`config.mk`:
```
export PLATFORM = sky130hd
export DESIGN_NAME = sample_history
export DESIGN_NICKNAME = d
export VERILOG_FILES = /design/src/verilog/fir_pkg.sv /design/src/verilog/sample_history.sv
export SDC_FILE = /design/constraint.sdc
export NUM_CORES = 1
export LEC_CHECK = 0
export BUFFER_PORTS_ARGS = -buffer_cell sky130_fd_sc_hd__buf_4
export CORE_MARGIN = 2
export CORE_UTILIZATION = 25
export DETAILED_ROUTE_END_ITERATION = 10
export PLACE_DENSITY = 0.4
export SLEW_MARGIN = 20
export SYNTH_ARGS = -nofsm -noshare
export SYNTH_HDL_FRONTEND = slang
export SYNTH_SLANG_ARGS = --single-unit
export TNS_END_PERCENT = 30
```
`constraint.sdc`:
```
create_clock -name clk_i -period 0.8 [get_ports clk_i]
set_input_delay 0.2 -clock clk_i [delete_from_list [all_inputs] [get_ports clk_i]]
set_output_delay 0.2 -clock clk_i [all_outputs]
set_load 0.005 [all_outputs]
```
`src/verilog/fir_pkg.sv`:
```
package fir_pkg;

   // data widths
   localparam int SAMPLE_W = 12;
   localparam int COEFF_W  = 18;
   // one guard bit so the preadder never wraps
   localparam int PREADD_W = SAMPLE_W + 1;
   localparam int PROD_W   = PREADD_W + COEFF_W;
   localparam int ACC_W    = 48;
   // output keeps the NBITS+1 convention
   localparam int RESULT_W = SAMPLE_W + 1;

   typedef logic signed [SAMPLE_W-1:0] sample_t;
   typedef logic signed [PREADD_W-1:0] preadd_t;
   typedef logic signed [COEFF_W-1:0]  coeff_t;
   typedef logic signed [PROD_W-1:0]   prod_t;
   typedef logic signed [ACC_W-1:0]    acc_t;
   typedef logic signed [RESULT_W-1:0] result_t;

   // filter geometry
   localparam int N_TAPS         = 16;
   localparam int N_PAIRS        = N_TAPS / 2;
   localparam int N_SECTION_TAPS = 4;

   // coefficients carry 17 fractional bits
   localparam int OUT_SHIFT = 17;
   localparam int TRUNC_W   = ACC_W - OUT_SHIFT;
   typedef logic signed [TRUNC_W-1:0] trunc_t;

   localparam result_t RESULT_MAX = result_t'(4095);
   localparam result_t RESULT_MIN = result_t'(-4096);

   // near input reg, preadd, product, then four cascade sum regs
   localparam int SECTION_LATENCY = 2 * N_SECTION_TAPS - 1;
   // one more step for the rounder output register
   localparam int FILL_DEPTH      = SECTION_LATENCY + 1;
   localparam int FILL_CNT_W      = $clog2(FILL_DEPTH + 1);
   typedef logic [FILL_CNT_W-1:0] fill_cnt_t;

endpackage

```
`src/verilog/sample_history.sv`:
```
`timescale 1ns/1ps

module sample_history (
   input  logic             clk_i,
   input  logic             rst_n_i,
   input  logic             step_i,
   input  fir_pkg::sample_t sample_i,
   output fir_pkg::sample_t near_a_o,
   output fir_pkg::sample_t far_a_o,
   output fir_pkg::sample_t near_b_o,
   output fir_pkg::sample_t far_b_o
);

   import fir_pkg::*;

   // hist_q[k] holds x[n-k] after the step that accepted x[n]
   sample_t hist_q [N_TAPS];

   // shift only on an accepted sample
   // everything starts at zero so early outputs see an empty line
   always_ff @(posedge clk_i or negedge rst_n_i) begin
      if (!rst_n_i) begin
         for (int i = 0; i < N_TAPS; i++) begin
            hist_q[i] <= '0;
         end
      end else if (step_i) begin
         hist_q[0] <= sample_i;
         for (int i = 1; i < N_TAPS; i++) begin
            hist_q[i] <= hist_q[i-1];
         end
      end
   end

   // section A works on pairs 0..3
   // newest sample against the oldest one
   assign near_a_o = hist_q[0];
   assign far_a_o  = hist_q[N_TAPS-1];

   // section B works on pairs 4..7
   // same structure, both streams moved one section inwards
   assign near_b_o = hist_q[N_SECTION_TAPS];
   assign far_b_o  = hist_q[N_TAPS-1-N_SECTION_TAPS];

endmodule

```
==> impl_metrics.py, run 1 <==
metrics = {
    "finish": {
        "fillers": 2880,
        "nNetsFinal": 552,
        "final_layout_size_suffix_gt1_share_pct": 62.73,
        "insertedDiodeCount": 0,
        "area_growth_pct": 28.11,
        "fin_util_pct": 32.58,
    },
    "grt": {
        "antenna_found_initial": 0,
        "first_global_vias": 3947,
        "grt_pass1_wl_um": 20910,
        "gr-usage-met2_pct": 13.18,
        "grt_usage_pct": 8.456,
        "use_met1_pct": 11.08,
        "grt_max_degree": 30,
        "busiest_layer": "met2",
        "grt_overflow_total": 0,
        "grt_use_met3_pct": 2.614,
    },
    "pwr": {
        "power_leakage_uw": 0.004307,
        "netSwitchingPower_uw": 8229,
        "power.share.clock_pct": 26.5,
        "swShare_pct": 25.85,
        "max-vdd-ir-drop_v": 0.001206,
        "p_int_uw": 23610,
        "p_comb_share_pct": 24.3,
        "powerDensity_nw_per_um2": 3289,
        "seqPwrFrac_pct": 49.2,
    },
    "route": {
        "drt_iter0_drc": 114,
        "detail_route.wl_per_cell_um": 13.20,
        "first_pass_iters": 4,
        "drc": 0,
        "totalWireLength_um": 12400,
        "ant_nets": 0,
        "vias": 3706,
        "viasPerCell": 3.943,
    },
    "placement": {
        "place_congestion": 0.6482,
        "portBuffers": 62,
        "dp_slack_ps": -377.6,
        "dp.final_hpwl_um": 8002,
    },
    "timing": {
        "rsz0062_at_grt": "yes",
        "fin_skew_ps": 10.25,
        "fmax_mhz": 844.2,
        "finalHoldViolCount": 0,
        "setup_ws_ps": -384.6,
        "relSlewSlack_pct": 82.69,
        "slew_violations": 0,
        "tightest_slew_ps": 259.7,
        "min_period_ps": 1185,
        "fin_crit_sh_pct": 148.1,
        "setup_viol": 106,
    },
    "die": {
        "die_h_um": 177.9,
        "ios": 63,
        "rows": 63,
        "die_x_um": 177.9,
        "core-area_um2": 29720,
        "start_util_pct": 25.43,
        "dieArea_um2": 31640,
    },
    "worst_setup_path": {
        "crit_family": "flip-flops",
        "rr_startpoint": "near_a_o[6]$_DFFE_PN0P_",
        "startpoint": "near_b_o[8]$_DFFE_PN0P_",
        "crit_slowest_cell": "dfrtp_1",
        "path_depth": 1,
        "path_buf_inv": 1,
        "cp-end-kind": "output pin",
        "cp.arrival_ps": 980,
        "critPathMaxFanout": 2,
        "crit_path_end": "near_b_o[8]",
        "r2r_end": "near_a_o[6]$_DFFE_PN0P_",
        "r2r_slack_ps": -210,
        "crit_required_ps": 600,
        "critPathKind": "reg2out",
        "cpPeakStageDelay_ps": 420,
        "worstRegToRegCells": 3,
        "critPathLaunchType": "register",
        "crit_chain": "buf_6",
    },
    "clocking": {
        "cts_root_buffer": "clkbuf_16",
        "cts_tree": "done",
        "clk_pin_slew_worst_paths_ps": 70,
        "numCtsBuffers": 17,
        "ctsLongestPathBuffers": 2,
        "h-tree-depth": 4,
        "clk_latency_ps": 430,
        "cts.sinks": 192,
    },
    "yosys": {
        "synth_fa_ha_area_share_pct": 0,
        "synth_cell_type_count": 5,
        "syn_inst": 453,
        "synth_nets": 468,
        "synth_top_family_by_area": "multiplexers",
        "synthesis.area_um2": 7557,
        "ys_ff_latch": 192,
        "ys_warn_count": 0,
        "synthMuxAreaShare_pct": 28.61,
        "synth_compound_area_share_pct": 0,
        "avgSynthCellArea_um2": 16.68,
        "synth_simple_gate_area_share_pct": 0,
        "seq_area_frac_synth_pct": 63.58,
        "synth_xor_area_share_pct": 0,
    },
    "run": {
        "cap_violations": 0,
    },
    "worst_hold_path": {
        "hp-class": "in2async",
    },
    "status": {
        "status": "finished with violations",
        "violations": "setup timing",
    },
}
registers in the layout (all words and copies together), names as in the netlist:
name,flops
near_b_o,12
near_a_o,12
hist_q,144
far_b_o,12
far_a_o,12
worst min path at each step:
stage,end,from,slack (ps),cells past startpoint
after floorplan,far_a_o[0]$_DFFE_PN0P_,rst_n_i,-100,0
after global placement,far_a_o[11]$_DFFE_PN0P_,rst_n_i,110,1
after detailed placement,hist_q[47]$_DFFE_PN0P_,rst_n_i,110,1
after CTS,hist_q[47]$_DFFE_PN0P_,rst_n_i,210,2
after global routing,hist_q[35]$_DFFE_PN0P_,rst_n_i,210,2
final,near_a_o[8]$_DFFE_PN0P_,rst_n_i,220,2
final cells by class:
| cell class | instances | area (um^2) | area share, % |
|---|---|---|---|
| clock buffer | 17 | 425.4 | 4.394 |
| sequential | 192 | 4805 | 49.63 |
| multi-input combinational | 192 | 2275 | 23.49 |
| timing repair buffer | 134 | 1519 | 15.69 |
| clock inverter | 15 | 170.2 | 1.758 |
| tap | 390 | 488.0 | 5.040 |
per-stage QoR:
step	cell area [um^2]	cells	TNS (ps)	hold WS (ps)	total power (uW)
after floorplan	7575	453	-15990	-95.59	19760
after global placement	8280	859	-61690	111.5	21350
after detailed placement	8280	859	-64070	111.5	21630
after CTS	9464	929	-23820	206.2	31800
after global routing	9682	940	-28060	212.3	33900
final	9682	940	-24110	219.3	31840
cells in the final DEF (no fill, tap or decap), drive strengths merged:
master / Yosys / final
clkbuf: 0 / 19
mux2: 192 / 192
buf: 69 / 119
dfrtp: 192 / 192
clkinv: 0 / 7
bufinv: 0 / 1
inv: 0 / 7
dlygate4sd3: 0 / 13
power groups by stage:
stage | Sequential, uW | Clock, uW | Combinational [uW]
6_report | 15600 | 8450 | 7740
4_1_cts | 15700 | 8820 | 7290
5_1_grt | 16200 | 9240 | 8430
2_1_floorplan | 14800 | 0 | 4970
3_3_place_gp | 15700 | 0 | 5670
3_5_place_dp | 15800 | 0 | 5810
kinds of logic after synthesis:
family	count (synthesis)
muxes	192
DFF	192
buffers and inverters	69
cell usage after synthesis:
library cell	count	area, um^2
buf_6	20	225.2
dfrtp_1	192	4805
buf_2	1	5.000
mux2_2	192	2162
buf_4	48	360.4
metal layers:
metal	wire, um	share of wire, %
met4	135	1.1
met1	5940	48
met3	415	3.3
met5	0	0
met2	5913	48
timing repair:
action,in CTS,in global routing
buffers inserted,25,11
endpoints found under the setup margin,67,122
endpoints found under the hold margin,204,0
hold buffers,13,0
gates resized for setup,72,36
Note: power is estimated with default switching activity, not from simulation.
==> inputs of run 2 (changes only) <==
--- a/config.mk
+++ b/config.mk
@@ -6,10 +6,11 @@
 export NUM_CORES = 1
 export LEC_CHECK = 0
 export BUFFER_PORTS_ARGS = -buffer_cell sky130_fd_sc_hd__buf_4
+export CORE_ASPECT_RATIO = 0.6
 export CORE_MARGIN = 2
-export CORE_UTILIZATION = 25
+export CORE_UTILIZATION = 45
 export DETAILED_ROUTE_END_ITERATION = 10
-export PLACE_DENSITY = 0.4
+export PLACE_DENSITY = 0.64
 export SLEW_MARGIN = 20
 export SYNTH_ARGS = -nofsm -noshare
 export SYNTH_HDL_FRONTEND = slang
==> run 2 against run 1 <==
The flow still finishes with violations (setup timing). Register-to-register slack hardly changed. Design area is 4.2% lower. Clock-buffer cell count is 2 higher. Highest routed layer unchanged. Clock skew is 1.3 ps lower. Die area is 43% lower. Total power is 0.85% lower. Via count is 2.5% lower.
==> impl_metrics.py, run 2 (synthesis results as in run 1) <==
metrics = {
    "status": {
        "status": "finished with violations",
        "violations": "setup timing",
    },
    "route": {
        "ant_nets": 0,
        "detail_route.wl_per_cell_um": 14.23,
        "vias": 3613,
        "totalWireLength_um": 10870,
        "first_pass_iters": 3,
        "viasPerCell": 4.729,
        "drc": 0,
        "drt_iter0_drc": 83,
    },
    "timing": {
        "tightest_slew_ps": 298.0,
        "finalHoldWorstSlack_ps": 20.28,
        "setup_viol": 89,
        "min_period_ps": 1170,
        "slew_violations": 0,
        "finalHoldViolCount": 0,
        "setup_ws_ps": -370.2,
        "relSlewSlack_pct": 80.13,
        "rsz0062_at_grt": "yes",
        "finalSetupTns_ps": -22460,
        "fin_skew_ps": 8.989,
        "fin_crit_sh_pct": 146.3,
        "fmax_mhz": 854.6,
    },
    "finish": {
        "fin_area_um2": 9271,
        "final_cell_mix": "dfrtp_1 (192), mux2_2 (168), buf_6 (77), mux2_4 (24), buf_4 (23)",
        "nNetsFinal": 538,
        "area_growth_pct": 22.68,
        "top_register": "hist_q",
        "fin_util_pct": 56.70,
        "largest_reg_flops": 144,
        "final_layout_size_suffix_gt1_share_pct": 62.31,
        "insertedDiodeCount": 0,
        "finalNonFillerCells": 764,
        "mostFrequentLayoutCell": "dfrtp_1",
    },
    "die": {
        "die_h_um": 104.4,
        "die_x_um": 171.3,
        "rows": 36,
        "start_util_pct": 46.22,
        "dieArea_um2": 17880,
        "ios": 63,
        "core-area_um2": 16350,
    },
    "clocking": {
        "cts_root_buffer": "clkbuf_16",
        "cts.sinks": 192,
        "clk_pin_slew_worst_paths_ps": 70,
        "numCtsBuffers": 17,
        "cts_tree": "done",
        "clk_latency_ps": 420,
        "ctsLongestPathBuffers": 2,
        "h-tree-depth": 4,
    },
    "worst_setup_path": {
        "critPathLaunchType": "register",
        "worstRegToRegCells": 3,
        "crit_slowest_cell": "dfrtp_1",
        "cp.arrival_ps": 970,
        "critPathKind": "reg2out",
        "crit_path_end": "far_b_o[10]",
        "critPathMaxFanout": 2,
        "cpPeakStageDelay_ps": 420,
        "crit_chain": "buf_6",
        "startpoint": "far_b_o[10]$_DFFE_PN0P_",
        "path_depth": 1,
        "crit_family": "flip-flops",
        "cp-end-kind": "output pin",
        "crit_required_ps": 600,
        "rr_startpoint": "far_b_o[1]$_DFFE_PN0P_",
        "r2r_slack_ps": -220,
        "r2r_end": "far_b_o[1]$_DFFE_PN0P_",
        "path_buf_inv": 1,
    },
    "pwr": {
        "max-vdd-ir-drop_v": 0.001826,
        "powerDensity_nw_per_um2": 3405,
        "power_leakage_uw": 0.004210,
    },
    "placement": {
        "dp.final_hpwl_um": 6895,
        "placed_area_um2": 7965,
        "place_congestion": 0.6753,
        "portBuffers": 62,
        "place_inst": 692,
    },
    "run": {
        "cap_violations": 0,
    },
    "grt": {
        "grt_pass1_wl_um": 18800,
        "grt_overflow_total": 0,
        "grt_max_degree": 52,
        "grt_usage_pct": 13.36,
        "antenna_found_initial": 0,
        "first_global_vias": 3829,
    },
    "worst_hold_path": {
        "hp-class": "in2reg",
    },
}
## run 2: how the worst min path moves through the flow
stage                       startpoint                  endpoint  slack, ps  depth (start not counted)
after global placement         rst_n_i   hist_q[145]$_DFFE_PN0P_        230                          2
after detailed placement       rst_n_i   near_b_o[1]$_DFFE_PN0P_        220                          2
after CTS                  sample_i[7]   near_a_o[7]$_DFFE_PN0P_          4                          2
after global routing       sample_i[6]   near_a_o[6]$_DFFE_PN0P_          9                          2
final                     sample_i[11]  near_a_o[11]$_DFFE_PN0P_         20                          2
after floorplan                rst_n_i    far_a_o[0]$_DFFE_PN0P_       -100                          0
## run 2: cell type report
cell class,count,area (um^2)
Clock buffer,19,452.9
Clock inverter,13,141.4
Fill cell,1266,7079
Multi-Input combinational cell,192,2252
Sequential cell,192,4805
Tap cell,228,285.3
Timing Repair Buffer,120,1335
## run 2: through the flow
stage	setup WS, ps	total power (uW)
final	-370.2	31570
after global routing	-411.8	33460
after CTS	-385.2	31340
after detailed placement	-341.0	21400
after global placement	-321.7	20920
after floorplan	-87.93	19760
## run 2: what timing repair did
item	4_1_cts	5_1_grt
gates resized for setup	69	35
setup endpoints to repair	55	107
endpoints found under the hold margin	200	1
setup buffers	16	14
hold buffers	9	1
## run 2: layer usage
layer / wire (um) / track usage, % / vias to the layer above
met5: 0 / 0 / -
met4: 161 / 4.903 / 0
met3: 325 / 4.033 / 10
met2: 5541 / 21.72 / 35
met1: 4842 / 16.94 / 1903
li1: - / - / 1665
## run 2: where the power goes
group	total (uW)	internal, uW	switching (uW)	leakage [uW]
Clock	8390	4590	3790	0.000291
Sequential	15500	13400	2110	0.00229
Combinational	7670	5640	2030	0.00162
Total	31600	23600	7940	0.00421
==> inputs of run 3 (changes only) <==
--- a/config.mk
+++ b/config.mk
@@ -5,6 +5,7 @@
 export SDC_FILE = /design/constraint.sdc
 export NUM_CORES = 1
 export LEC_CHECK = 0
+export ABC_AREA = 1
 export BUFFER_PORTS_ARGS = -buffer_cell sky130_fd_sc_hd__buf_4
 export CORE_ASPECT_RATIO = 0.6
 export CORE_MARGIN = 2
==> run 3 against run 2 <==
The run still ends with setup timing left. Synthesized cell count up 90%. Fmax fell by 2.1%. Flip-flop and latch count unchanged. Area after synthesis about the same. First-iteration DRC count rose to 3.1 times the previous value. Sequential share of layout area is 0.15 points lower. Worst hold slack better by 8.0 ps. Critical path type unchanged. Largest power group unchanged.
==> impl_metrics.py, run 3 <==
metrics = {
    "timing": {
        "finalHoldViolCount": 0,
        "tightest_slew_ps": 250.7,
        "fmax_mhz": 836.3,
        "fin_crit_sh_pct": 149.5,
        "setup_viol": 50,
        "finalHoldWorstSlack_ps": 28.28,
        "min_period_ps": 1196,
        "rsz0062_at_grt": "yes",
        "setup_ws_ps": -395.8,
        "slew_violations": 0,
        "relSlewSlack_pct": 83.29,
        "fin_skew_ps": 9.395,
    },
    "placement": {
        "portBuffers": 62,
        "placed_area_um2": 8257,
        "place_congestion": 0.7202,
        "dp.final_hpwl_um": 9003,
    },
    "yosys": {
        "synth_compound_area_share_pct": 0,
        "ys.flop_type": "dfrtp_1",
        "synth_simple_gate_area_share_pct": 28.60,
        "synthTopCellsByCount": "nand2_1 (576), dfrtp_1 (192), buf_4 (56)",
        "seq_area_frac_synth_pct": 63.56,
        "synth_xor_area_share_pct": 0,
        "ys_ff_latch": 192,
        "avgSynthCellArea_um2": 8.801,
        "synthMuxAreaShare_pct": 0,
        "synth_top_area_share_pct": 63.56,
        "synthesis.area_um2": 7560,
        "synth_top_family_by_area": "simple AND/OR/NAND/NOR gates",
        "synth_top_cell_by_area": "dfrtp_1",
        "synth_nets": 874,
        "ys_top_cells_by_area": "dfrtp_1 (64%), nand2_1 (29%), buf_4 (5.6%)",
        "ys_warn_count": 0,
        "synth_edf_count": 0,
        "async_flop_share_pct": 100.0,
        "synth_most_common_cell": "nand2_1",
        "syn_inst": 859,
        "synth_cell_type_count": 6,
        "synth_fa_ha_area_share_pct": 0,
    },
    "worst_setup_path": {
        "rr_startpoint": "far_b_o[1]$_DFFE_PN0P_",
        "critPathMaxFanout": 2,
        "path_buf_inv": 1,
        "r2r_end": "hist_q[37]$_DFFE_PN0P_",
        "r2r_slack_ps": 0,
        "critPathKind": "reg2out",
        "critPathLaunchType": "register",
        "crit_chain": "buf_6",
        "cp.arrival_ps": 1000,
        "worstRegToRegCells": 3,
        "crit_required_ps": 600,
        "cp-end-kind": "output pin",
        "cpPeakStageDelay_ps": 430,
        "crit_family": "flip-flops",
        "crit_slowest_cell": "dfrtp_1",
    },
    "clocking": {
        "cts_tree": "done",
        "clk_latency_ps": 430,
        "h-tree-depth": 4,
        "ctsLongestPathBuffers": 2,
        "cts.sinks": 192,
        "numCtsBuffers": 17,
        "cts_root_buffer": "clkbuf_16",
        "clk_pin_slew_worst_paths_ps": 70,
    },
    "die": {
        "dieArea_um2": 17890,
        "ios": 63,
        "rows": 36,
        "die_h_um": 104.4,
        "start_util_pct": 46.24,
        "core-area_um2": 16350,
        "die_x_um": 171.3,
    },
    "status": {
        "violations": "setup timing",
        "status": "finished with violations",
    },
    "pwr": {
        "power_uw": 23500,
        "powerDensity_nw_per_um2": 2527,
        "power_leakage_uw": 0.005220,
        "max-vdd-ir-drop_v": 0.001265,
    },
    "route": {
        "drc": 0,
        "drt_iter0_drc": 254,
        "detail_route.wl_per_cell_um": 12.05,
        "totalWireLength_um": 14030,
        "vias": 5195,
        "viasPerCell": 4.463,
        "ant_nets": 0,
        "first_pass_iters": 4,
    },
    "finish": {
        "fillers": 1481,
        "largest_reg_flops": 144,
        "seqCellArea_um2": 4806,
        "nNetsFinal": 938,
        "insertedDiodeCount": 0,
        "final_layout_size_suffix_gt1_share_pct": 16.88,
        "mostFrequentLayoutCell": "nand2_1",
        "top_register": "hist_q",
        "area_growth_pct": 23.02,
        "final_cell_mix": "nand2_1 (573), dfrtp_1 (191), buf_4 (53), buf_6 (51)",
        "multiInputGateArea_um2": 2170,
        "fin_area_um2": 9300,
    },
    "grt": {
        "grt_pass1_wl_um": 24400,
        "antenna_found_initial": 0,
        "first_global_vias": 5256,
        "grt_max_degree": 59,
        "grt_overflow_total": 0,
        "grt_usage_pct": 17.07,
    },
    "worst_hold_path": {
        "hp-class": "in2reg",
        "hold_depth": 3,
        "holdPathEnd": "hist_q[12]$_DFFE_PN0P_",
        "holdCritStartpoint": "step_i",
    },
    "run": {
        "cap_violations": 0,
    },
}
[run 3: changes by cell type after synthesis]
cell      previous run  this run
inv_2                0         1
mux2_2             192         0
buf_2                1        33
clkbuf_1             0         1
nand2_1              0       576
buf_4               48        56
buf_6               20         0
[run 3: power by group]
group          total, uW  switching [uW]  internal (uW)
clock network       8200            3900           4300
logic               3230            1500           1730
registers          12100             925          11100
total              23500            6330          17200
[run 3: cell families (layout without fill, tap and decap cells)]
family / count (synthesis) / after routing
simple gates: 576 / 576
flops: 192 / 192
buf+inv: 91 / 168
[run 3: how the worst max path moves through the flow]
stage	depth (start not counted)	slack, ps	to	start
6_report	1	-400	far_b_o[1]	far_b_o[1]$_DFFE_PN0P_
5_1_grt	1	-420	near_b_o[9]	near_b_o[9]$_DFFE_PN0P_
4_1_cts	1	-410	near_b_o[9]	near_b_o[9]$_DFFE_PN0P_
3_5_place_dp	5	-100	far_a_o[4]$_DFFE_PN0P_	step_i
3_3_place_gp	5	-80	hist_q[34]$_DFFE_PN0P_	step_i
2_1_floorplan	5	70	hist_q[34]$_DFFE_PN0P_	step_i
[run 3: per-layer routing]
layer | track usage [%] | up-vias | wire (um)
met5 | 0 | - | 0
met4 | 3.814 | 0 | 83
met3 | 4.262 | 7 | 546
met2 | 26.70 | 83 | 6224
met1 | 24.17 | 2442 | 7171
li1 | - | 2663 | -
[run 3: final cells by class]
type | instances | area share [%]
inverter | 1 | 0.09417
sequential | 192 | 51.67
timing repair buffer | 135 | 15.66
multi-input combinational | 576 | 23.33
clock inverter | 12 | 1.265
clock buffer | 20 | 4.911
tap | 228 | 3.067
[run 3: timing repair]
action	in CTS	in global routing
hold endpoints to repair	204	0
endpoints found under the setup margin	48	64
buffers inserted	12	7
gates resized for setup	48	6
hold buffers	13	0
[run 3: per-stage QoR]
| stage | utilization (%) | worst slack (ps) | setup TNS, ps | std cells |
|---|---|---|---|---|
| 6_report | 56.88 | -395.8 | -17190 | 1164 |
| 5_1_grt | 56.88 | -420.8 | -19020 | 1164 |
| 4_1_cts | 56.46 | -412.9 | -18110 | 1157 |
| 3_5_place_dp | 50.50 | -102.3 | -12340 | 1100 |
| 3_3_place_gp | 50.50 | -80.13 | -10180 | 1100 |
| 2_1_floorplan | - | 66.86 | 0 | 859 |
